==> src/soc_pkg.sv <==
// soc package: address map, bus widths, response codes and UART timing for the sim SoC
package soc_pkg;

    // bus widths
    localparam int ADDR_WIDTH = 32;
    localparam int DATA_WIDTH = 32;
    localparam int STRB_WIDTH = DATA_WIDTH / 8;

    // physical memory window, cut down to 1 KiB for simulation
    localparam logic [ADDR_WIDTH-1:0] PMEM_BASE = 32'h8000_0000;
    localparam logic [ADDR_WIDTH-1:0] PMEM_SIZE = 32'h0000_0400;
    localparam int PMEM_WORDS = 256;

    // uart mmio window, tx data at offset 0
    localparam logic [ADDR_WIDTH-1:0] UART_BASE = 32'ha000_03f8;
    localparam logic [ADDR_WIDTH-1:0] UART_SIZE = 32'h0000_0008;

    // AXI response codes
    localparam logic [1:0] RESP_OKAY   = 2'b00;
    localparam logic [1:0] RESP_DECERR = 2'b11;

    // 8N1 framing: start, 8 data bits, stop
    localparam int UART_CLKS_PER_BIT = 4;
    localparam int UART_FRAME_BITS   = 10;

    // one data word, whole or by byte lane
    typedef union packed {
        logic [DATA_WIDTH-1:0]      word;
        logic [STRB_WIDTH-1:0][7:0] bytes;
    } axil_word_u;

endpackage
==> src/uart_tx_axil.sv <==
// uart transmitter: write-only AXI4-Lite target sending 8N1 frames on a serial line
module uart_tx_axil (
    input  logic                            clk,
    input  logic                            rst,

    input  logic                            awvalid,
    output logic                            awready,
    input  logic [soc_pkg::ADDR_WIDTH-1:0]  awaddr,

    input  logic                            wvalid,
    output logic                            wready,
    input  logic [soc_pkg::DATA_WIDTH-1:0]  wdata,
    input  logic [soc_pkg::STRB_WIDTH-1:0]  wstrb,

    output logic                            bvalid,
    input  logic                            bready,
    output logic [1:0]                      bresp,

    output logic                            uart_tx
);
    import soc_pkg::*;

    logic                                   busy;
    logic [UART_FRAME_BITS-1:0]             shift_reg;
    logic [$clog2(UART_CLKS_PER_BIT)-1:0]   clk_cnt;
    logic [$clog2(UART_FRAME_BITS)-1:0]     bit_cnt;
    logic                                   tx_reg_hit;
    logic                                   bit_done;
    logic                                   frame_start;

    // tx data register at offset 0, offset 4 is a dummy
    assign tx_reg_hit = (awaddr[2:0] == UART_BASE[2:0]);

    // stall the bus while a frame is on the line
    assign awready = awvalid & wvalid & ~bvalid & ~busy;
    assign wready  = awready;
    assign bresp   = RESP_OKAY;

    assign frame_start = awready & tx_reg_hit & wstrb[0];
    assign bit_done    = (int'(clk_cnt) == UART_CLKS_PER_BIT - 1);
    assign uart_tx     = shift_reg[0];

    // response does not wait for the frame
    always_ff @(posedge clk) begin
        if (rst) begin
            bvalid <= 1'b0;
        end else if (awready) begin
            bvalid <= 1'b1;
        end else if (bready) begin
            bvalid <= 1'b0;
        end
    end

    always_ff @(posedge clk) begin
        if (rst) begin
            busy      <= 1'b0;
            shift_reg <= '1;
            clk_cnt   <= '0;
            bit_cnt   <= '0;
        end else if (!busy) begin
            if (frame_start) begin
                busy      <= 1'b1;
                // stop, data lsb first, start
                shift_reg <= {1'b1, wdata[7:0], 1'b0};
                clk_cnt   <= '0;
                bit_cnt   <= '0;
            end
        end else if (bit_done) begin
            clk_cnt   <= '0;
            bit_cnt   <= bit_cnt + 1'b1;
            // shift in idle ones behind the frame
            shift_reg <= {1'b1, shift_reg[UART_FRAME_BITS-1:1]};
            if (int'(bit_cnt) == UART_FRAME_BITS - 1) begin
                busy <= 1'b0;
            end
        end else begin
            clk_cnt <= clk_cnt + 1'b1;
        end
    end

endmodule

==> config.mk <==
export PLATFORM = sky130hd
export DESIGN_NAME = uart_tx_axil
export DESIGN_NICKNAME = d
export VERILOG_FILES = /design/src/soc_pkg.sv /design/src/uart_tx_axil.sv
export SDC_FILE = /design/constraint.sdc
export NUM_CORES = 1
export LEC_CHECK = 0
export BUFFER_PORTS_ARGS = -buffer_cell sky130_fd_sc_hd__buf_2
export CAP_MARGIN = 0
export CORE_MARGIN = 2
export CORE_UTILIZATION = 35
export CTS_BUF_LIST = sky130_fd_sc_hd__clkbuf_2
export DETAILED_ROUTE_END_ITERATION = 6
export PLACE_DENSITY = 0.77
export SLEW_MARGIN = 20
export SYNTH_ARGS = -nofsm -noshare
export SYNTH_HDL_FRONTEND = slang
export SYNTH_SLANG_ARGS = --single-unit
==> constraint.sdc <==
create_clock -name clk -period 1.3 [get_ports clk]
set_input_delay 0.26 -clock clk [delete_from_list [all_inputs] [get_ports clk]]
set_output_delay 0.26 -clock clk [all_outputs]
set_load 0.02 [all_outputs]
==> results.cfg, run 1 <==
[global_routing]
grt_pass1_vias = 837
grtUsageTotal_pct = 13.6
grt_max_degree = 28
grt_overflow = 0
antenna_found_initial = 0
grt_pass1_wl_mm = 3.46

[worst_setup_path]
crit_buf_inv = 2
crit_required_ns = 1.04
crit_chain = nand4bb_4 > inv_4 > buf_6
max_stage_delay_ns = 0.35
crit_arrival_ns = 1.07
worstSetupEndpointType = primary output
critical-path-slowest-cell = dfxtp_2
critPathKind = reg2out
critical_path.top_delay_family = flip-flops
worst-r2r-cell-count = 6
worst-path-stages = 3
reg2reg_slack_ns = 0.01
worstSetupStartpointType = flop
critPathMaxFanout = 3
rr_endpoint = shift_reg[4]
reg2reg_from = busy

[logic_synthesis]
synthAdderAreaFrac_pct = 4.08
netlist_area_um2 = 921
ys_warn_count = 0
synthFlopType = dfxtp_1
yosys-top-cells-area = dfxtp_1 37%, mux2i_1 8.7%, a211oi_1 7.3%, nor2b_1 5.4%, nor2_1 4.9%
synthSimpleGateAreaFrac_pct = 26.4
synth_compound_area_share_pct = 15.6
postSynthAreaPerCell_um2 = 9.30
synthArstFlopShare_pct = 0
ys_top_cells_by_count = 17 x dfxtp_1, 12 x nor2_1, 9 x a211oi_1
ys_seq_elements = 17
synth_cells = 99
synth.most_common_cell = dfxtp_1
seq_area_frac_synth_pct = 37.0
netlist-cell-type-count = 34
synth_xor_area_share_pct = 0.951
synth_top_family_by_area = simple AND/OR/NAND/NOR gates
yosys.area.top_type_share_pct = 37.0
synth_top_area_cell = dfxtp_1
synth_mux_area_share_pct = 8.70
synth_edf_count = 0

[status]
outcome = finished, violations left
violations = negative setup slack

[cts]
cts_max_level = 1
cts_buffers = 3
cts-root-buf = clkbuf_2
clock-sinks = 17
clk_latency_ns = 0.30
cts_tree = yes
clkTransAtPathRegs_ns = 0.15
cts.path.max_buffers = 2

[route]
vias = 813
met2_length_mm = 1.05
drtPass1Iterations = 4
viasPerCell = 5.05
wl_met3_um = 64
final_antenna_net_count = 0
highest_layer = met4
wl_per_cell_um = 12.2
drt-initial-drc-count = 23
totalWireLength_mm = 1.97
m1WireLength_um = 836
drc = 0

[sta]
finalSetupViolCount = 2
worst_slew_pin_slew_ns = 0.500
relSlewSlack_pct = 66.7
fin_crit_ns = 1.33
finalCritPeriodShare_pct = 102
hold_viol_final = 0
maxSlewViolCount = 0
clock_skew_ns = 0.0154
rsz0062_at_grt = yes
fin_ws_ns = -0.0322
fmax_mhz = 751

[placement]
post-place-ws_ns = -0.0987
gp_congestion = 0.757
portBuffers = 20
post-dp-hpwl_mm = 1.46

[pwr]
p_int_mw = 0.661
ir_drop_uv = 449
p_seq_share_pct = 58.9
switching_power_mw = 0.238
switching_share_pct = 26.5
pwr-share-comb_pct = 14.5
p_clk_share_pct = 26.6
p_per_area_mw_per_mm2 = 726
p_leak_nw = 0.562
report.power.total_mw = 0.899

[die]
chipWidth_um = 55.3
dieArea_mm2 = 0.00306
fp.dieH_um = 55.3
num_rows = 18
coreArea_mm2 = 0.00248
ios = 79
start_util_pct = 37.2

[run]
drv_cap = 0

[min_path]
worstHoldPathCells = 3
holdCritStartpoint = bready
hp-class = in2reg
hold_end = bvalid

[layout]
largest_reg_flops = 9
nNetsFinal = 208
antenna_cells = 0
drive_above_1_share_pct = 45.0
syn2layout_area_growth_pct = 34.5
worst min-delay path, cell delays in order:
cell,delay (ns)
buf_2,0.07
nand2b_1,0.09
a21oi_1,0.06
routing by layer:
metal | vias up | GRT usage (%)
met1 | 380 | 16.0
met5 | - | 0
met3 | 2 | 1.64
li1 | 408 | -
met2 | 23 | 24.5
met4 | 0 | 6.27
worst max-delay path by stage:
stage	from	endpoint	slack, ns
4_1_cts	busy	wready	-0.06
2_1_floorplan	bvalid	bit_cnt[0]	0.02
3_5_place_dp	awaddr[1]	bit_cnt[1]	-0.1
3_3_place_gp	awaddr[1]	bit_cnt[1]	-0.06
6_report	bvalid	awready	-0.03
5_1_grt	busy	awready	-0.10
layout make-up:
cell class	count	area [um2]
fill	226	1240
multi-input combinational	72	574
sequential	17	345
timing repair buffer	36	251
tap	30	37.5
clock buffer	3	15.0
inverter	2	10.0
clock inverter	1	5.00
stage by stage:
stage	TNS [ns]	area [um2]	utilization, %	instances	hold slack [ns]
finish	-0.0643	1240	50.0	161	0.207
CTS	-0.146	1190	48.1	158	0.194
global route	-0.702	1240	50.0	161	0.198
detailed placement	-0.591	1090	44.0	152	0.495
global placement	-0.224	1090	44.0	152	0.483
floorplan	0	927	-	100	0.423
layout by cell type (no fill, tap or decap), drive strengths merged, types with 2 or more instances in the layout:
master  synthesis  final
ha              3      3
nand2           2      2
a21oi           5      5
nand3           3      3
dfxtp          17     17
nor2           12     12
and2b           2      2
clkbuf          2      3
nor2b           8      8
inv             2      2
conb            1      2
o21ai           3      3
a211oi          9      9
mux2i           8      8
buf             7     36
kinds of logic (layout without fill, tap and decap cells):
family          after synthesis  after routing
simple gates                 37             37
compound gates               21             21
flops                        17             17
buf+inv                      11             42
mux                           8              8
fa+ha+maj                     3              3
other cells                   1              2
xor+xnor                      1              1
power by group through the flow:
stage | clock network [mW] | registers (mW) | logic [mW]
global route | 0.266 | 0.531 | 0.142
global placement | 0 | 0.540 | 0.107
CTS | 0.248 | 0.530 | 0.126
finish | 0.239 | 0.529 | 0.131
detailed placement | 0 | 0.540 | 0.111
floorplan | 0 | 0.543 | 0.0712
timing repair:
action | CTS | global route
pin swaps | 1 | 1
resized for setup | 18 | 6
setup endpoints to repair | 12 | 12
buffers inserted | 2 | 3
hold buffers | 0 | 0
Note: power is estimated with default switching activity, not from simulation.
==> run 2: changes to the inputs <==
==> constraint.sdc (replaced) <==
create_clock -name clk -period 1.3 [get_ports clk]
set_input_delay 0.26 -clock clk [delete_from_list [all_inputs] [get_ports clk]]
set_output_delay 0.26 -clock clk [all_outputs]
set_load 0.1 [all_outputs]
==> run 2 against run 1 <==
Against the previous run:
- the run still ends with negative setup slack left
- wire length grew 8.0%
- global-route usage shrank 0.76 points
- register-to-register slack lost 0.04 ns
- flip-flop and latch count is the same
- cell count grew 0.62%
- core utilization grew 3.8 points
- clock-buffer cell count grew 1
- worst setup slack lost 0.12 ns
- critical endpoint is now wready
- largest power group unchanged
==> results.cfg, run 2 (synthesized netlist as in run 1, its figures left out) <==
[cts]
clkTransAtPathRegs_ns = 0.16
cts-root-buf = clkbuf_2
clk_latency_ns = 0.31
cts.path.max_buffers = 2
cts_max_level = 1
cts_tree = yes
cts_buffers = 3
clock-sinks = 17

[global_routing]
antenna_found_initial = 0
grt_overflow = 0
use_met2_pct = 22.1
grtUsageTotal_pct = 12.9
grt_max_degree = 28
grt_pass1_vias = 739
grt.met3_usage_pct = 4.45
grt_util_met1_pct = 14.9
grt.busiest_layer = met2
grt_pass1_wl_mm = 3.09

[status]
violations = negative setup slack
outcome = finished, violations left

[run]
drv_cap = 0

[layout]
largest_reg_flops = 9
nNetsFinal = 209
final_common_cell = buf_2
syn2layout_area_growth_pct = 44.7
antenna_cells = 0
drive_above_1_share_pct = 46.2
post-route-util_pct = 53.8
fillers = 224
final_cell_mix = 16 x buf_2, 14 x dfxtp_1, 11 x nor2_1, 10 x buf_4

[min_path]
hold_end = bvalid
hp-class = in2reg
worstHoldPathCells = 3
holdCritStartpoint = bready

[sta]
fmax_mhz = 686
worst_slew_pin_slew_ns = 0.512
relSlewSlack_pct = 65.8
fin_crit_ns = 1.46
maxSlewViolCount = 0
fin_ws_ns = -0.157
hold_viol_final = 0
hold_slack_ns = 0.181
finalSetupViolCount = 5
rsz0062_at_grt = yes
clock_skew_ns = 0.00481
finalCritPeriodShare_pct = 112

[die]
dieArea_mm2 = 0.00306
fp.dieH_um = 55.3
start_util_pct = 37.2
chipWidth_um = 55.3
num_rows = 18
ios = 79
coreArea_mm2 = 0.00248

[worst_setup_path]
startpoint = busy
reg2reg_slack_ns = -0.03
critPathMaxFanout = 3
worst-r2r-cell-count = 6
crit_required_ns = 1.04
crit_arrival_ns = 1.20
worstSetupEndpointType = primary output
rr_endpoint = bit_cnt[3]
reg2reg_from = busy
critPathKind = reg2out
worstSetupStartpointType = flop

[placement]
post-dp-hpwl_mm = 1.32
gp_congestion = 0.779
portBuffers = 20

[route]
final_antenna_net_count = 0
viasPerCell = 5.00
drc = 0
wl_per_cell_um = 13.1
drt-initial-drc-count = 4
vias = 810
totalWireLength_mm = 2.12
drtPass1Iterations = 4

[pwr]
p_leak_nw = 0.590
report.power.total_mw = 0.994
p_per_area_mw_per_mm2 = 746
ir_drop_uv = 606
==> run 2: cell count changes in the layout (fill, tap and decap cells not counted), sizes merged <==
cell | previous run | this run
clkbuf | 3 | 5
clkinv | 1 | 0
==> run 2: how the worst max path moves through the flow <==
stage                       endpoint  cells after the start
after CTS                     wready                      3
after detailed placement  bit_cnt[1]                      4
after global routing          wready                      3
after floorplan           bit_cnt[0]                      5
after global placement    bit_cnt[1]                      4
final                         wready                      3
==> run 2: stage by stage <==
stage	setup WS [ns]	setup TNS, ns	instances	cell area, um2
after floorplan	-0.175	-1.23	100	940
after global placement	-0.0620	-0.196	149	1140
after detailed placement	-0.0899	-0.436	149	1140
after CTS	-0.180	-0.369	155	1200
after global routing	-0.212	-0.873	162	1330
final	-0.157	-0.362	162	1330
==> run 2: worst max-delay path, cell delays in order (launching register included) <==
cell	delay, ns
dfxtp_2	0.36
nand4bb_4	0.26
inv_8	0.10
buf_12	0.16
==> run 2: cell type report <==
class,count,area [um2],area share [%]
flip-flops and latches,17,347,26.0
repair buffers,37,332,24.9
multi-input cells,72,582,43.7
clock buffers,4,20.0,1.50
inverters,2,15.0,1.13
well taps,30,37.5,2.82
==> run 2: where the power goes <==
| group | internal [mW] | total [mW] | switching (mW) |
|---|---|---|---|
| combinational | 0.0827 | 0.210 | 0.128 |
| sequential | 0.525 | 0.529 | 0.00336 |
| clock | 0.0814 | 0.255 | 0.173 |
| total | 0.690 | 0.994 | 0.305 |
==> run 2: layer usage <==
layer	part of all wire (%)	wire (um)
met2	51	1080
met5	0	0
met4	0.94	20
met1	44	939
met3	4.0	84
==> run 2: repair_timing <==
action / 4_1_cts / 5_1_grt
setup buffers: 2 / 6
resized for setup: 8 / 15
endpoints found under the setup margin: 11 / 14
pin swaps: 1 / 3
hold buffers: 0 / 0
cloned: 0 / 1
==> run 3: changes to the inputs <==
--- a/config.mk
+++ b/config.mk
@@ -6,7 +6,6 @@
 export NUM_CORES = 1
 export LEC_CHECK = 0
 export BUFFER_PORTS_ARGS = -buffer_cell sky130_fd_sc_hd__buf_2
-export CAP_MARGIN = 0
 export CORE_MARGIN = 2
 export CORE_UTILIZATION = 35
 export CTS_BUF_LIST = sky130_fd_sc_hd__clkbuf_2
==> constraint.sdc (replaced) <==
create_clock -name clk -period 1.2 [get_ports clk]
set_input_delay 0.24 -clock clk [delete_from_list [all_inputs] [get_ports clk]]
set_output_delay 0.24 -clock clk [all_outputs]
set_load 0.1 [all_outputs]
==> run 3 against run 2 <==
Against the previous run:
- the run still ends with negative setup slack left
- via count up 3.7%
- core utilization unchanged
- worst setup slack lost 0.12 ns
- critical path type unchanged
- critical endpoint unchanged
==> results.cfg, run 3 (synthesized netlist as in run 1, its figures left out) <==
[pwr]
p_leak_nw = 0.572
report.power.total_mw = 1.09
ir_drop_uv = 633
p_per_area_mw_per_mm2 = 815

[placement]
portBuffers = 20
post-dp-hpwl_mm = 1.49
gp_congestion = 0.699
placed_area_mm2 = 0.00119
placedCellCount = 151

[die]
num_rows = 18
ios = 79
chipWidth_um = 55.3
dieArea_mm2 = 0.00306
fp.dieH_um = 55.3
coreArea_mm2 = 0.00248
start_util_pct = 37.2

[cts]
cts_max_level = 1
clk_latency_ns = 0.31
cts_buffers = 3
clock-sinks = 17
cts-root-buf = clkbuf_2
cts_tree = yes
cts.path.max_buffers = 2
clkTransAtPathRegs_ns = 0.18

[layout]
syn2layout_area_growth_pct = 44.7
multiInputGateArea_um2 = 591
antenna_cells = 0
post-route-util_pct = 53.8
final_cell_count_no_fill = 159
seq_area_um2 = 352
finish.instance_area_mm2 = 0.00133
nNetsFinal = 206
largest_reg_flops = 9
final_cell_mix = 16 x buf_2, 12 x dfxtp_1, 11 x nor2_1, 8 x nor2b_1, 8 x a211oi_1
final_common_cell = buf_2
drive_above_1_share_pct = 45.0
fillers = 238

[sta]
rsz0062_at_grt = yes
hold_slack_ns = 0.167
fmax_mhz = 679
finalCritPeriodShare_pct = 123
hold_viol_final = 0
maxSlewViolCount = 0
fin_crit_ns = 1.47
clock_skew_ns = 0.00204
finalSetupViolCount = 19
fin_ws_ns = -0.274

[route]
drtPass1Iterations = 4
drt-initial-drc-count = 4
totalWireLength_mm = 2.26
drc = 0
viasPerCell = 5.28
vias = 840
final_antenna_net_count = 0
wl_per_cell_um = 14.2

[worst_setup_path]
critPathKind = reg2out
crit_required_ns = 0.96
critPathMaxFanout = 3
worstSetupEndpointType = primary output
worstSetupStartpointType = flop
crit_arrival_ns = 1.23

[run]
drv_cap = 0

[min_path]
hp-class = in2reg

[status]
violations = negative setup slack
outcome = finished, violations left

[global_routing]
grt_max_degree = 28
grt_pass1_vias = 850
grt_overflow = 0
grtUsageTotal_pct = 15.5
grt_pass1_wl_mm = 3.71
antenna_found_initial = 0
==> run 3: cell types whose count changed in the layout (fill, tap and decap cells not counted), sizes merged <==
cell    change
buf         -2
clkinv      +1
clkbuf      -2
==> run 3: worst paths after layout <==
check	to	start	slack (ns)	cells after the start
setup reg to reg	shift_reg[8]	bvalid	-0.24	6
hold reg to reg	shift_reg[4]	shift_reg[4]	0.53	2
setup / recovery	wready	bvalid	-0.27	3
hold / removal	bvalid	bready	0.17	3
==> run 3: power breakdown <==
group | switching (mW) | internal (mW)
Clock | 0.199 | 0.0755
Sequential | 0.00338 | 0.567
Combinational | 0.145 | 0.0956
==> run 3: worst max-delay path, stage by stage (launching register included) <==
cell	delay, ns
dfxtp_4	0.38
nand4bb_4	0.27
inv_8	0.11
buf_12	0.17
==> run 3: routing by layer <==
layer	track usage (%)	wire length (um)	vias to the layer above
met2	27.9	1150	30
met4	10.5	78	0
met3	1.64	66	6
li1	-	-	413
met1	16.8	960	391
met5	0	0	-
==> run 3: repair_timing <==
action | in CTS | in global routing
pin swaps | 6 | 3
endpoints found under the setup margin | 18 | 19
setup buffers | 2 | 3
resized for setup | 17 | 8
hold buffers | 0 | 0
==> run 3: metrics by stage <==
stage / setup TNS [ns] / setup slack (ns)
after global placement: -1.40 / -0.132
after floorplan: -2.31 / -0.275
after global routing: -3.45 / -0.307
after detailed placement: -2.08 / -0.168
after CTS: -1.67 / -0.245
final: -2.78 / -0.274
==> run 3: layout make-up <==
cell class | instances | area share, %
Clock buffer | 3 | 1.13
Clock inverter | 1 | 0.376
Inverter | 2 | 1.13
Multi-Input combinational cell | 72 | 44.3
Sequential cell | 17 | 26.4
Tap cell | 30 | 2.82
Timing Repair Buffer | 34 | 23.8
