<file path="src/soc_pkg.sv">
// soc package: address map, bus widths, response codes and UART timing for the sim SoC
package soc_pkg;

    // bus widths
    localparam int ADDR_WIDTH = 32;
    localparam int DATA_WIDTH = 32;
    localparam int STRB_WIDTH = DATA_WIDTH / 8;

    // physical memory window, cut down to 1 KiB for simulation
    localparam logic [ADDR_WIDTH-1:0] PMEM_BASE = 32'h8000_0000;
    localparam logic [ADDR_WIDTH-1:0] PMEM_SIZE = 32'h0000_0400;
    localparam int PMEM_WORDS = 256;

    // uart mmio window, tx data at offset 0
    localparam logic [ADDR_WIDTH-1:0] UART_BASE = 32'ha000_03f8;
    localparam logic [ADDR_WIDTH-1:0] UART_SIZE = 32'h0000_0008;

    // AXI response codes
    localparam logic [1:0] RESP_OKAY   = 2'b00;
    localparam logic [1:0] RESP_DECERR = 2'b11;

    // 8N1 framing: start, 8 data bits, stop
    localparam int UART_CLKS_PER_BIT = 4;
    localparam int UART_FRAME_BITS   = 10;

    // one data word, whole or by byte lane
    typedef union packed {
        logic [DATA_WIDTH-1:0]      word;
        logic [STRB_WIDTH-1:0][7:0] bytes;
    } axil_word_u;

endpackage
</file>
<file path="src/axil_router.sv">
// AXI4-Lite router: decodes addresses, locks targets per direction and merges responses
module axil_router (
    input  logic                            clk,
    input  logic                            rst,

    // manager side
    input  logic                            s_awvalid,
    output logic                            s_awready,
    input  logic [soc_pkg::ADDR_WIDTH-1:0]  s_awaddr,
    input  logic [2:0]                      s_awprot,
    input  logic                            s_wvalid,
    output logic                            s_wready,
    input  logic [soc_pkg::DATA_WIDTH-1:0]  s_wdata,
    input  logic [soc_pkg::STRB_WIDTH-1:0]  s_wstrb,
    output logic                            s_bvalid,
    input  logic                            s_bready,
    output logic [1:0]                      s_bresp,
    input  logic                            s_arvalid,
    output logic                            s_arready,
    input  logic [soc_pkg::ADDR_WIDTH-1:0]  s_araddr,
    input  logic [2:0]                      s_arprot,
    output logic                            s_rvalid,
    input  logic                            s_rready,
    output logic [soc_pkg::DATA_WIDTH-1:0]  s_rdata,
    output logic [1:0]                      s_rresp,

    // memory target
    output logic                            pmem_awvalid,
    input  logic                            pmem_awready,
    output logic [soc_pkg::ADDR_WIDTH-1:0]  pmem_awaddr,
    output logic                            pmem_wvalid,
    input  logic                            pmem_wready,
    output logic [soc_pkg::DATA_WIDTH-1:0]  pmem_wdata,
    output logic [soc_pkg::STRB_WIDTH-1:0]  pmem_wstrb,
    input  logic                            pmem_bvalid,
    output logic                            pmem_bready,
    input  logic [1:0]                      pmem_bresp,
    output logic                            pmem_arvalid,
    input  logic                            pmem_arready,
    output logic [soc_pkg::ADDR_WIDTH-1:0]  pmem_araddr,
    input  logic                            pmem_rvalid,
    output logic                            pmem_rready,
    input  logic [soc_pkg::DATA_WIDTH-1:0]  pmem_rdata,
    input  logic [1:0]                      pmem_rresp,

    // uart target, write only
    output logic                            uart_awvalid,
    input  logic                            uart_awready,
    output logic [soc_pkg::ADDR_WIDTH-1:0]  uart_awaddr,
    output logic                            uart_wvalid,
    input  logic                            uart_wready,
    output logic [soc_pkg::DATA_WIDTH-1:0]  uart_wdata,
    output logic [soc_pkg::STRB_WIDTH-1:0]  uart_wstrb,
    input  logic                            uart_bvalid,
    output logic                            uart_bready,
    input  logic [1:0]                      uart_bresp
);
    import soc_pkg::*;

    logic aw_pmem_hit;
    logic aw_uart_hit;
    logic ar_pmem_hit;
    logic wr_lock_pmem;
    logic wr_lock_uart;
    logic rd_lock_pmem;
    logic err_bvalid;
    logic err_rvalid;
    logic wr_busy;
    logic rd_busy;

    // s_awprot and s_arprot are carried here but have no effect on routing
    assign aw_pmem_hit = (s_awaddr >= PMEM_BASE) && (s_awaddr < PMEM_BASE + PMEM_SIZE);
    assign aw_uart_hit = (s_awaddr >= UART_BASE) && (s_awaddr < UART_BASE + UART_SIZE);
    // uart has no read side, so only memory claims reads
    assign ar_pmem_hit = (s_araddr >= PMEM_BASE) && (s_araddr < PMEM_BASE + PMEM_SIZE);

    assign wr_busy = wr_lock_pmem | wr_lock_uart | err_bvalid;
    assign rd_busy = rd_lock_pmem | err_rvalid;

    // write request fan-out
    assign pmem_awvalid = s_awvalid & aw_pmem_hit & ~wr_busy;
    assign pmem_wvalid  = s_wvalid & aw_pmem_hit & ~wr_busy;
    assign uart_awvalid = s_awvalid & aw_uart_hit & ~wr_busy;
    assign uart_wvalid  = s_wvalid & aw_uart_hit & ~wr_busy;
    assign pmem_awaddr  = s_awaddr;
    assign pmem_wdata   = s_wdata;
    assign pmem_wstrb   = s_wstrb;
    assign uart_awaddr  = s_awaddr;
    assign uart_wdata   = s_wdata;
    assign uart_wstrb   = s_wstrb;

    // unclaimed writes are taken by the router with AW and W together
    assign s_awready = ~wr_busy & (aw_pmem_hit ? pmem_awready :
                                   aw_uart_hit ? uart_awready : (s_awvalid & s_wvalid));
    assign s_wready  = ~wr_busy & (aw_pmem_hit ? pmem_wready :
                                   aw_uart_hit ? uart_wready : (s_awvalid & s_wvalid));

    always_ff @(posedge clk) begin
        if (rst) begin
            wr_lock_pmem <= 1'b0;
            wr_lock_uart <= 1'b0;
            err_bvalid   <= 1'b0;
        end else if (wr_busy) begin
            if (s_bvalid && s_bready) begin
                wr_lock_pmem <= 1'b0;
                wr_lock_uart <= 1'b0;
                err_bvalid   <= 1'b0;
            end
        end else if (s_awvalid && s_awready) begin
            wr_lock_pmem <= aw_pmem_hit;
            wr_lock_uart <= aw_uart_hit;
            err_bvalid   <= ~aw_pmem_hit & ~aw_uart_hit;
        end
    end

    // write response merge
    assign s_bvalid    = wr_lock_pmem ? pmem_bvalid : wr_lock_uart ? uart_bvalid : err_bvalid;
    assign s_bresp     = wr_lock_pmem ? pmem_bresp : wr_lock_uart ? uart_bresp : RESP_DECERR;
    assign pmem_bready = wr_lock_pmem & s_bready;
    assign uart_bready = wr_lock_uart & s_bready;

    // read request, memory or local decode error
    assign pmem_arvalid = s_arvalid & ar_pmem_hit & ~rd_busy;
    assign pmem_araddr  = s_araddr;
    assign s_arready    = ~rd_busy & (ar_pmem_hit ? pmem_arready : 1'b1);

    always_ff @(posedge clk) begin
        if (rst) begin
            rd_lock_pmem <= 1'b0;
            err_rvalid   <= 1'b0;
        end else if (rd_busy) begin
            if (s_rvalid && s_rready) begin
                rd_lock_pmem <= 1'b0;
                err_rvalid   <= 1'b0;
            end
        end else if (s_arvalid && s_arready) begin
            rd_lock_pmem <= ar_pmem_hit;
            err_rvalid   <= ~ar_pmem_hit;
        end
    end

    assign s_rvalid    = rd_lock_pmem ? pmem_rvalid : err_rvalid;
    assign s_rdata     = rd_lock_pmem ? pmem_rdata : '0;
    assign s_rresp     = rd_lock_pmem ? pmem_rresp : RESP_DECERR;
    assign pmem_rready = rd_lock_pmem & s_rready;

endmodule

</file>
<file path="config.mk">
export PLATFORM = sky130hd
export DESIGN_NAME = axil_router
export DESIGN_NICKNAME = d
export VERILOG_FILES = /design/src/soc_pkg.sv /design/src/axil_router.sv
export SDC_FILE = /design/constraint.sdc
export NUM_CORES = 1
export LEC_CHECK = 0
export BUFFER_PORTS_ARGS = -buffer_cell sky130_fd_sc_hd__buf_4
export CAP_MARGIN = 30
export CORE_AREA = 2 2 145 147
export CTS_BUF_LIST = sky130_fd_sc_hd__clkbuf_8
export DETAILED_ROUTE_END_ITERATION = 8
export DIE_AREA = 0 0 147 149
export PLACE_DENSITY_LB_ADDON = 0.1
export SKIP_CTS_REPAIR_TIMING = 1
export SYNTH_ARGS = -nofsm -noshare
export SYNTH_HDL_FRONTEND = slang
export SYNTH_SLANG_ARGS = --single-unit
</file>
<file path="constraint.sdc">
create_clock -name clk -period 4 [get_ports clk]
set_input_delay 0.4 -clock clk [delete_from_list [all_inputs] [get_ports clk]]
set_output_delay 0.4 -clock clk [all_outputs]
set_load 0.01 [all_outputs]
</file>
==> results by group, run 1 <==
Status
  – Status: completed

STA
  – Max Clock Freq: 383 MHz
  – # setup viols final: 0
  – Slew Limit Headroom: 65.2%
  – Worst Tran Pin Value: 0.515 ns
  – Period minus WS final: 2.61 ns
  – RSZ-0062 raised after global routing: false
  – Final Max Slew Viols: 0
  – Period utilisation layout: 65.2%
  – Final count of hold timing violations: 0
  – Clock Skews: 0.0000372 ns
  – Fin Setup TNS: 0 ns

Setup path
  – WP data required: 3.60 ns
  – Max Fanout on Critical Path: 3
  – Worst setup SP type: primary input
  – CP max stage delay: 0.50 ns
  – Worst-path cell chain: buf_4, nor4b_1, nand2_1, or3_1, or3_1, nor2_1, buf_4
  – Arr. time, crit path: 2.21 ns
  – Setup CP Type: primary input to output port
  – Critical path's slowest cell: nor4b_1
  – CP Capture Type: output port

Cells and area
  – Fraction of layout cells with a size suffix above 1: 66.0%
  – Layout area overhead: 42.5%
  – Nets: 522
  – ANT cells: 0
  – Post-route cell area: 2950 µm²

Synth
  – Synth Register Bits: 5
  – Mux cell area share after synthesis: 1.51%
  – Sequential fraction of the synthesis area: 4.84%
  – Area leader, netlist: buf_4
  – Post-Syn Instances: 298
  – Syn Nets: 457
  – Netlist cell types: 29
  – FFs w/ async S/R, synth: 0%
  – Synth Area in XOR/XNOR: 0%
  – Post-synthesis instance area: 2070 µm²
  – Post-Syn Area per Cell: 6.94 µm²
  – Synth area leaders: buf_4 61%, and2_1 11%, dfxtp_1 4.8%
  – Complex-gate fraction of the synthesized area: 5.26%
  – Post-Synth Simple-Gate Area: 25.4%
  – Synth top area share: 61.0%
  – Post-Synth Adder-Cell Area: 0%
  – Largest family of logic cells by synthesized area: buffers and inverters
  – Synth warnings: 0
  – EDFF count, synth: 0
  – Top FF cell, synth: dfxtp_1

GRT
  – Number of global-route vias before repair: 1969
  – Initial antenna violation count: 0
  – Total GRT Usage: 6.65%
  – First-pass GRT wire length: 11300 µm
  – Largest net degree at the start of global routing: 29
  – GRT Residual Overflow: 0

Drt
  – DRT iter0 DRCs: 18
  – DRC: 0
  – Final antenna-violating net count: 0
  – DR vias: 1928
  – DRT Pass-1 Iters: 3
  – WL per Instance: 12.8 µm
  – Vias per inst: 3.03
  – Detailed Route WL: 8170 µm

Place
  – Port bufs: 232
  – Hpwl dp: 7540 µm
  – Dpl cell area: 2900 µm²
  – RePlAce Congestion: 0.700

Pwr
  – P per Cell Area: 121 nW/µm²
  – P_leak: 1.46 nW
  – Max VDD drop: 0.0611 mV

CTS
  – Root buffer cell: clkbuf_8
  – Clk buf depth: 2
  – CTS tree: done
  – Clock sink count: 5
  – Reg clk slew, reported paths: 0.04 ns
  – CTS buffer count: 3
  – Clk_lat worst skew: 0.22 ns
  – # H-tree levels: 1

Floorplan
  – Number of top-level pins: 376
  – Core Area: 20600 µm²
  – Initial core utilization: 10.1%
  – Standard-cell rows: 53
  – Die area: 21900 µm²
  – Die X: 147 µm
  – DIE HEIGHT: 149 µm

Worst hold path
  – Hold Crit Class: primary input to flip-flop

Flow run
  – Max-cap violations: 0
==> power breakdown <==
part           switching [mW]  total (mW)  leakage, nW  internal (mW)
Combinational          0.0822       0.209         1.39          0.127
Sequential            0.00130      0.0530       0.0407         0.0517
Clock                  0.0274      0.0934       0.0269         0.0660
==> per-stage QoR <==
stage / power [mW] / cells / hold slack [ns] / setup WS [ns] / utilization, %
after floorplan: 0.245 / 298 / 0.447 / 1.87 / -
after global placement: 0.267 / 632 / 0.482 / 1.37 / 14.0
after detailed placement: 0.267 / 633 / 0.492 / 1.36 / 14.1
after CTS: 0.365 / 637 / 0.393 / 1.34 / 14.3
after global routing: 0.379 / 637 / 0.401 / 1.26 / 14.3
final: 0.355 / 637 / 0.396 / 1.39 / 14.3
==> synth_stat cells (all sizes together) (2+ instances only) <==
master	number
nor4	9
and2	35
or3	5
nor2	13
mux2i	2
dfxtp	5
inv	6
nand4	5
buf	168
nor3	2
nand2b	4
nand2	15
o21ai	5
a21oi	6
clkbuf	5
==> worst paths after layout <==
kind,cells past startpoint,startpoint,to,slack [ns]
max,7,s_awaddr[13],uart_awvalid,1.39
min,2,rst,rd_lock_pmem,0.40
max reg2reg,3,wr_lock_uart,wr_lock_uart,2.35
min reg2reg,2,err_bvalid,err_bvalid,0.49
==> cells by family after synthesis <==
logic type | count (synthesis)
AOI/OAI and AO/OA | 17
muxes | 3
buffers and inverters | 179
DFF | 5
and+or+nand+nor | 94
==> placed cells by master (no fill, tap or decap) <==
cell type	n
or3_1	5
nand3_1	1
a211o_1	1
dfxtp_1	5
a32oi_1	1
buf_4	232
clkbuf_8	3
nand2b_1	4
nand4_1	5
nor2_1	13
mux2i_1	2
a21oi_2	1
buf_16	1
o211a_1	1
and2_1	35
o31ai_1	1
or4_4	1
mux2_2	1
nor3_1	2
and3_1	1
nand2_1	15
inv_1	7
a21oi_1	5
o21a_1	1
or4b_1	1
o21bai_1	1
nor4_1	9
nor4b_1	1
or2_1	1
o21ai_1	5
==> cell type report <==
| class | count | area [µm²] |
|---|---|---|
| Fill cell | 2409 | 17600 |
| Timing Repair Buffer | 233 | 1770 |
| Sequential cell | 5 | 100 |
| Tap cell | 275 | 344 |
| Clock inverter | 1 | 3.75 |
| Clock buffer | 3 | 41.3 |
| Inverter | 6 | 22.5 |
| Multi-Input combinational cell | 114 | 666 |
==> registers in the layout, indices dropped and copies added, names as in the netlist <==
signal / cells
err_bvalid: 1
rd_lock_pmem: 1
err_rvalid: 1
wr_lock_uart: 1
wr_lock_pmem: 1
==> worst max-delay path, delay by kind of cell <==
kind                   cells  cell delay, ns
and+or+nand+nor            5            1.56
buffers and inverters      2            0.26
==> routing by layer <==
layer | up-vias | routed length, µm | GRT usage [%]
met5 | - | 0 | 0
met4 | 0 | 138 | 1.97
met3 | 11 | 823 | 1.96
met2 | 164 | 4650 | 14.2
met1 | 838 | 2560 | 5.91
li1 | 915 | - | -
No activity file was read; power rests on OpenSTA's default activity.
==> run 2, diff against run 1 <==
Settings changed: CORE_AREA 2 2 145 147 to 2 2 146 148, DIE_AREA 0 0 147 149 to 0 0 148 150.
Clock period 4 ns to 2.7 ns, I/O delays scaled along.
==> run 2 against run 1 <==
  * Critical path depth unchanged
  * Via count up 2.7%
  * Sequential power up 48%
  * Combinational power up 48%
  * Core utilization down 0.19 points
  * Flip-flop and latch count unchanged
  * Die area up 1.4%
==> results by group, run 2 (synthesized netlist as in run 1, its figures left out) <==
Status
  – Status: completed

Drt
  – DRT Pass-1 Iters: 4
  – Final antenna-violating net count: 0
  – DR vias: 1981
  – Detailed Route WL: 8180 µm
  – DRC: 0
  – WL per Instance: 12.8 µm
  – Vias per inst: 3.11
  – DRT iter0 DRCs: 32

CTS
  – Root buffer cell: clkbuf_8
  – Clk buf depth: 2
  – Clk_lat worst skew: 0.22 ns
  – CTS tree: done
  – Reg clk slew, reported paths: 0.04 ns
  – CTS buffer count: 3
  – Clock sink count: 5
  – # H-tree levels: 1

Floorplan
  – Die X: 148 µm
  – Die area: 22200 µm²
  – DIE HEIGHT: 150 µm
  – Core Area: 20700 µm²
  – Standard-cell rows: 53
  – Number of top-level pins: 376
  – Initial core utilization: 10.0%

Setup path
  – Worst-path cell chain: buf_4, nor4_1, nand2_1, or3_1, or3_1, nor2_1, buf_4
  – Setup CP Type: primary input to output port
  – Critical path's slowest cell: or3_1
  – Max Fanout on Critical Path: 5
  – Worst setup SP type: primary input
  – CP max stage delay: 0.45 ns
  – WP data required: 2.43 ns
  – Arr. time, crit path: 2.07 ns
  – R2R Setup Slk: 1.05 ns
  – CP Capture Type: output port

GRT
  – Initial antenna violation count: 0
  – Number of global-route vias before repair: 1979
  – First-pass GRT wire length: 11000 µm
  – Largest net degree at the start of global routing: 29
  – GRT Residual Overflow: 0
  – Total GRT Usage: 6.40%

Place
  – Dpl cell area: 2880 µm²
  – Placed Instances: 633
  – Worst Setup Slack post-DPL: 0.298 ns
  – RePlAce Congestion: 0.771
  – Port bufs: 232
  – Hpwl dp: 7630 µm

STA
  – Final Max Slew Viols: 0
  – Fin Setup TNS: 0 ns
  – Worst Tran Pin Value: 0.457 ns
  – Period utilisation layout: 86.6%
  – Final count of hold timing violations: 0
  – Slew Limit Headroom: 69.3%
  – Min setup slack post-route: 0.361 ns
  – Clock Skews: 0.000109 ns
  – RSZ-0062 raised after global routing: false
  – # setup viols final: 0
  – Hold WS: 0.260 ns
  – Period minus WS final: 2.34 ns
  – Max Clock Freq: 428 MHz

Pwr
  – Max VDD drop: 0.101 mV
  – P per Cell Area: 179 nW/µm²
  – Total chip power: 525 µW
  – P_leak: 1.45 nW

Cells and area
  – Fin cells: 637
  – Most frequent cells in the layout: 233 x buf_4, 35 x and2_1, 15 x nand2_1, 13 x nor2_1, 9 x nor4_1
  – Final design utilization: 14.1%
  – Post-route cell area: 2930 µm²
  – Nets: 522
  – Layout area overhead: 41.5%
  – ANT cells: 0
  – Fraction of layout cells with a size suffix above 1: 66.0%
  – Most common cell after layout, fill and taps aside: buf_4

Worst hold path
  – Hold Crit Class: primary input to flip-flop

Flow run
  – Max-cap violations: 0
run 2: per-layer routing:
layer / routed length, µm / vias to the layer above / GRT usage (%)
li1: - / 912 / -
met1: 2460 / 862 / 5.64
met2: 4450 / 181 / 12.8
met3: 931 / 26 / 2.04
met4: 333 / 0 / 3.43
met5: 0 / - / 0
run 2: critical path: cells and delay by family:
family | cells | cell delay (ns)
and+or+nand+nor | 5 | 1.54
buffers and inverters | 2 | 0.25
run 2: area by class of cell:
| class | instances | area (µm²) |
|---|---|---|
| clock buffer | 3 | 41.3 |
| inverter | 6 | 22.5 |
| multi-input combinational | 114 | 666 |
| clock inverter | 1 | 3.75 |
| fill | 2401 | 17800 |
| sequential | 5 | 100 |
| timing repair buffer | 233 | 1750 |
| tap | 275 | 344 |
run 2: final timing paths:
| kind | startpoint | end | cells past startpoint |
|---|---|---|---|
| hold / removal | rst | rd_lock_pmem | 2 |
| setup / recovery | s_awaddr[11] | uart_wvalid | 7 |
| setup reg to reg | wr_lock_uart | wr_lock_uart | 3 |
| hold reg to reg | err_bvalid | err_bvalid | 2 |
run 2: power by group:
| group | switching, mW | internal [mW] | leakage (nW) |
|---|---|---|---|
| Sequential | 0.00209 | 0.0766 | 0.0407 |
| Clock | 0.0384 | 0.0976 | 0.0269 |
| Combinational | 0.122 | 0.188 | 1.39 |
==> run 3, diff against run 2 <==
Settings changed: PLACE_DENSITY_LB_ADDON 0.1 to 0.15.
==> run 3 against run 2 <==
  * Clock power about the same
  * Sequential share of layout area hardly changed
  * Sequential power barely moved
  * Register-to-register slack lost 0.05 ns
  * Critical path depth unchanged
  * Setup slack gained 0.0028 ns
  * First-iteration DRC count is 53% lower
  * Core utilization hardly changed
  * Non-clock buffer count grew 1
  * Critical endpoint unchanged
  * Largest power group unchanged
  * Highest routed layer unchanged
==> results by group, run 3 (synthesized netlist as in run 1, its figures left out) <==
CTS
  – Clock sink count: 5
  – CTS tree: done
  – Clk_lat worst skew: 0.22 ns
  – Root buffer cell: clkbuf_8
  – Clk buf depth: 2
  – Reg clk slew, reported paths: 0.04 ns
  – CTS buffer count: 3
  – # H-tree levels: 1

GRT
  – First-pass GRT wire length: 10400 µm
  – Total GRT Usage: 5.99%
  – Initial antenna violation count: 0
  – GRT Residual Overflow: 0
  – Number of global-route vias before repair: 1930
  – Largest net degree at the start of global routing: 22

Floorplan
  – Die X: 148 µm
  – Number of top-level pins: 376
  – DIE HEIGHT: 150 µm
  – Core Area: 20700 µm²
  – Standard-cell rows: 53
  – Initial core utilization: 10.0%
  – Die area: 22200 µm²

STA
  – Final count of hold timing violations: 0
  – RSZ-0062 raised after global routing: false
  – Worst Tran Pin Value: 0.523 ns
  – Fin Setup TNS: 0 ns
  – Min setup slack post-route: 0.364 ns
  – Slew Limit Headroom: 65.1%
  – Max Clock Freq: 428 MHz
  – Period minus WS final: 2.34 ns
  – Period utilisation layout: 86.5%
  – Final Max Slew Viols: 0
  – # setup viols final: 0
  – Clock Skews: 0.0000459 ns

Flow run
  – Max-cap violations: 0

Drt
  – DRT iter0 DRCs: 15
  – WL per Instance: 12.1 µm
  – Detailed Route WL: 7700 µm
  – DRC: 0
  – DR vias: 1960
  – Final antenna-violating net count: 0
  – DRT Pass-1 Iters: 2
  – Vias per inst: 3.07

Cells and area
  – ANT cells: 0
  – Nets: 523
  – Most common cell after layout, fill and taps aside: buf_4
  – Fraction of layout cells with a size suffix above 1: 66.1%
  – Layout area overhead: 41.9%
  – Most frequent cells in the layout: 234 x buf_4, 35 x and2_1, 15 x nand2_1, 13 x nor2_1, 9 x nor4_1
  – Filler Cell Count: 2412

Setup path
  – Setup CP Type: primary input to output port
  – R2R Setup Slk: 1.00 ns
  – FF-to-FF Start: wr_lock_uart
  – R2R cell count: 3
  – CP Capture Type: output port
  – Max Fanout on Critical Path: 5
  – Worst R2R End: wr_lock_uart
  – Worst setup SP type: primary input
  – Arr. time, crit path: 2.07 ns
  – WP data required: 2.43 ns

Place
  – Port bufs: 232
  – Hpwl dp: 7200 µm
  – RePlAce Congestion: 0.645
  – Worst Setup Slack post-DPL: 0.315 ns

Worst hold path
  – Hold endpoint: rd_lock_pmem
  – Hold Crit Class: primary input to flip-flop
  – Hold_sp: rst
  – Hold depth: 2

Pwr
  – Max VDD drop: 0.0984 mV
  – Internal: 363 µW
  – Total chip power: 527 µW
  – Sequential Power Share: 14.9%
  – Switching Share: 31.2%
  – P_leak: 1.46 nW
  – Clock power share: 26.3%
  – P per Cell Area: 180 nW/µm²
  – Combinational fraction of design power: 58.8%
  – Net Switching: 164 µW

Status
  – Status: completed
## run 3: cell count changes in the layout (fill, tap and decap cells not counted)
cell / previous run / this run
buf_4: 233 / 234
## run 3: power by group through the flow
stage / sequential (mW) / clock, mW / combinational (mW)
5_1_grt: 0.0793 / 0.152 / 0.335
3_5_place_dp: 0.0799 / 0 / 0.317
6_report: 0.0787 / 0.138 / 0.310
4_1_cts: 0.0788 / 0.147 / 0.318
3_3_place_gp: 0.0800 / 0 / 0.316
2_1_floorplan: 0.0791 / 0 / 0.284
## run 3: how the worst max path moves through the flow
stage / cells after the start / from / end / slack [ns]
after floorplan: 5 / s_awaddr[11] / uart_awvalid / 0.83
after global placement: 8 / s_awaddr[23] / uart_awvalid / 0.26
after detailed placement: 8 / s_awaddr[23] / uart_awvalid / 0.31
after CTS: 8 / s_awaddr[23] / uart_awvalid / 0.30
after global routing: 7 / s_awaddr[13] / uart_awvalid / 0.23
final: 7 / s_awaddr[11] / uart_wvalid / 0.36
## run 3: critical path: stages
cell and delay [ns]:
buf_4 0.12, nor4_1 0.31, nand2_1 0.20, or3_1 0.45, or3_1 0.46, nor2_1 0.13, buf_4 0.13
## run 3: final cells by class
type	instances	area [µm²]	share of cell area, %
timing repair buffer	234	1760	59.9
multi-input combinational	114	666	22.7
tap	275	344	11.7
sequential	5	100	3.41
clock buffer	3	41.3	1.41
inverter	6	22.5	0.768
clock inverter	1	3.75	0.128
## run 3: stage by stage
| step | util (%) | area [µm²] | hold slack, ns | std cells |
|---|---|---|---|---|
| 4_1_cts | 14.2 | 2930 | 0.264 | 638 |
| 3_3_place_gp | 14.0 | 2890 | 0.479 | 634 |
| 5_1_grt | 14.2 | 2930 | 0.269 | 638 |
| 3_5_place_dp | 14.0 | 2890 | 0.474 | 634 |
| 2_1_floorplan | - | 2070 | 0.332 | 298 |
| 6_report | 14.2 | 2930 | 0.256 | 638 |
## run 3: per-layer routing
layer  GRT usage [%]  wire, µm
met3            1.71       897
met1            5.29      2270
met2            13.0      4460
met4            1.29        71
met5               0         0
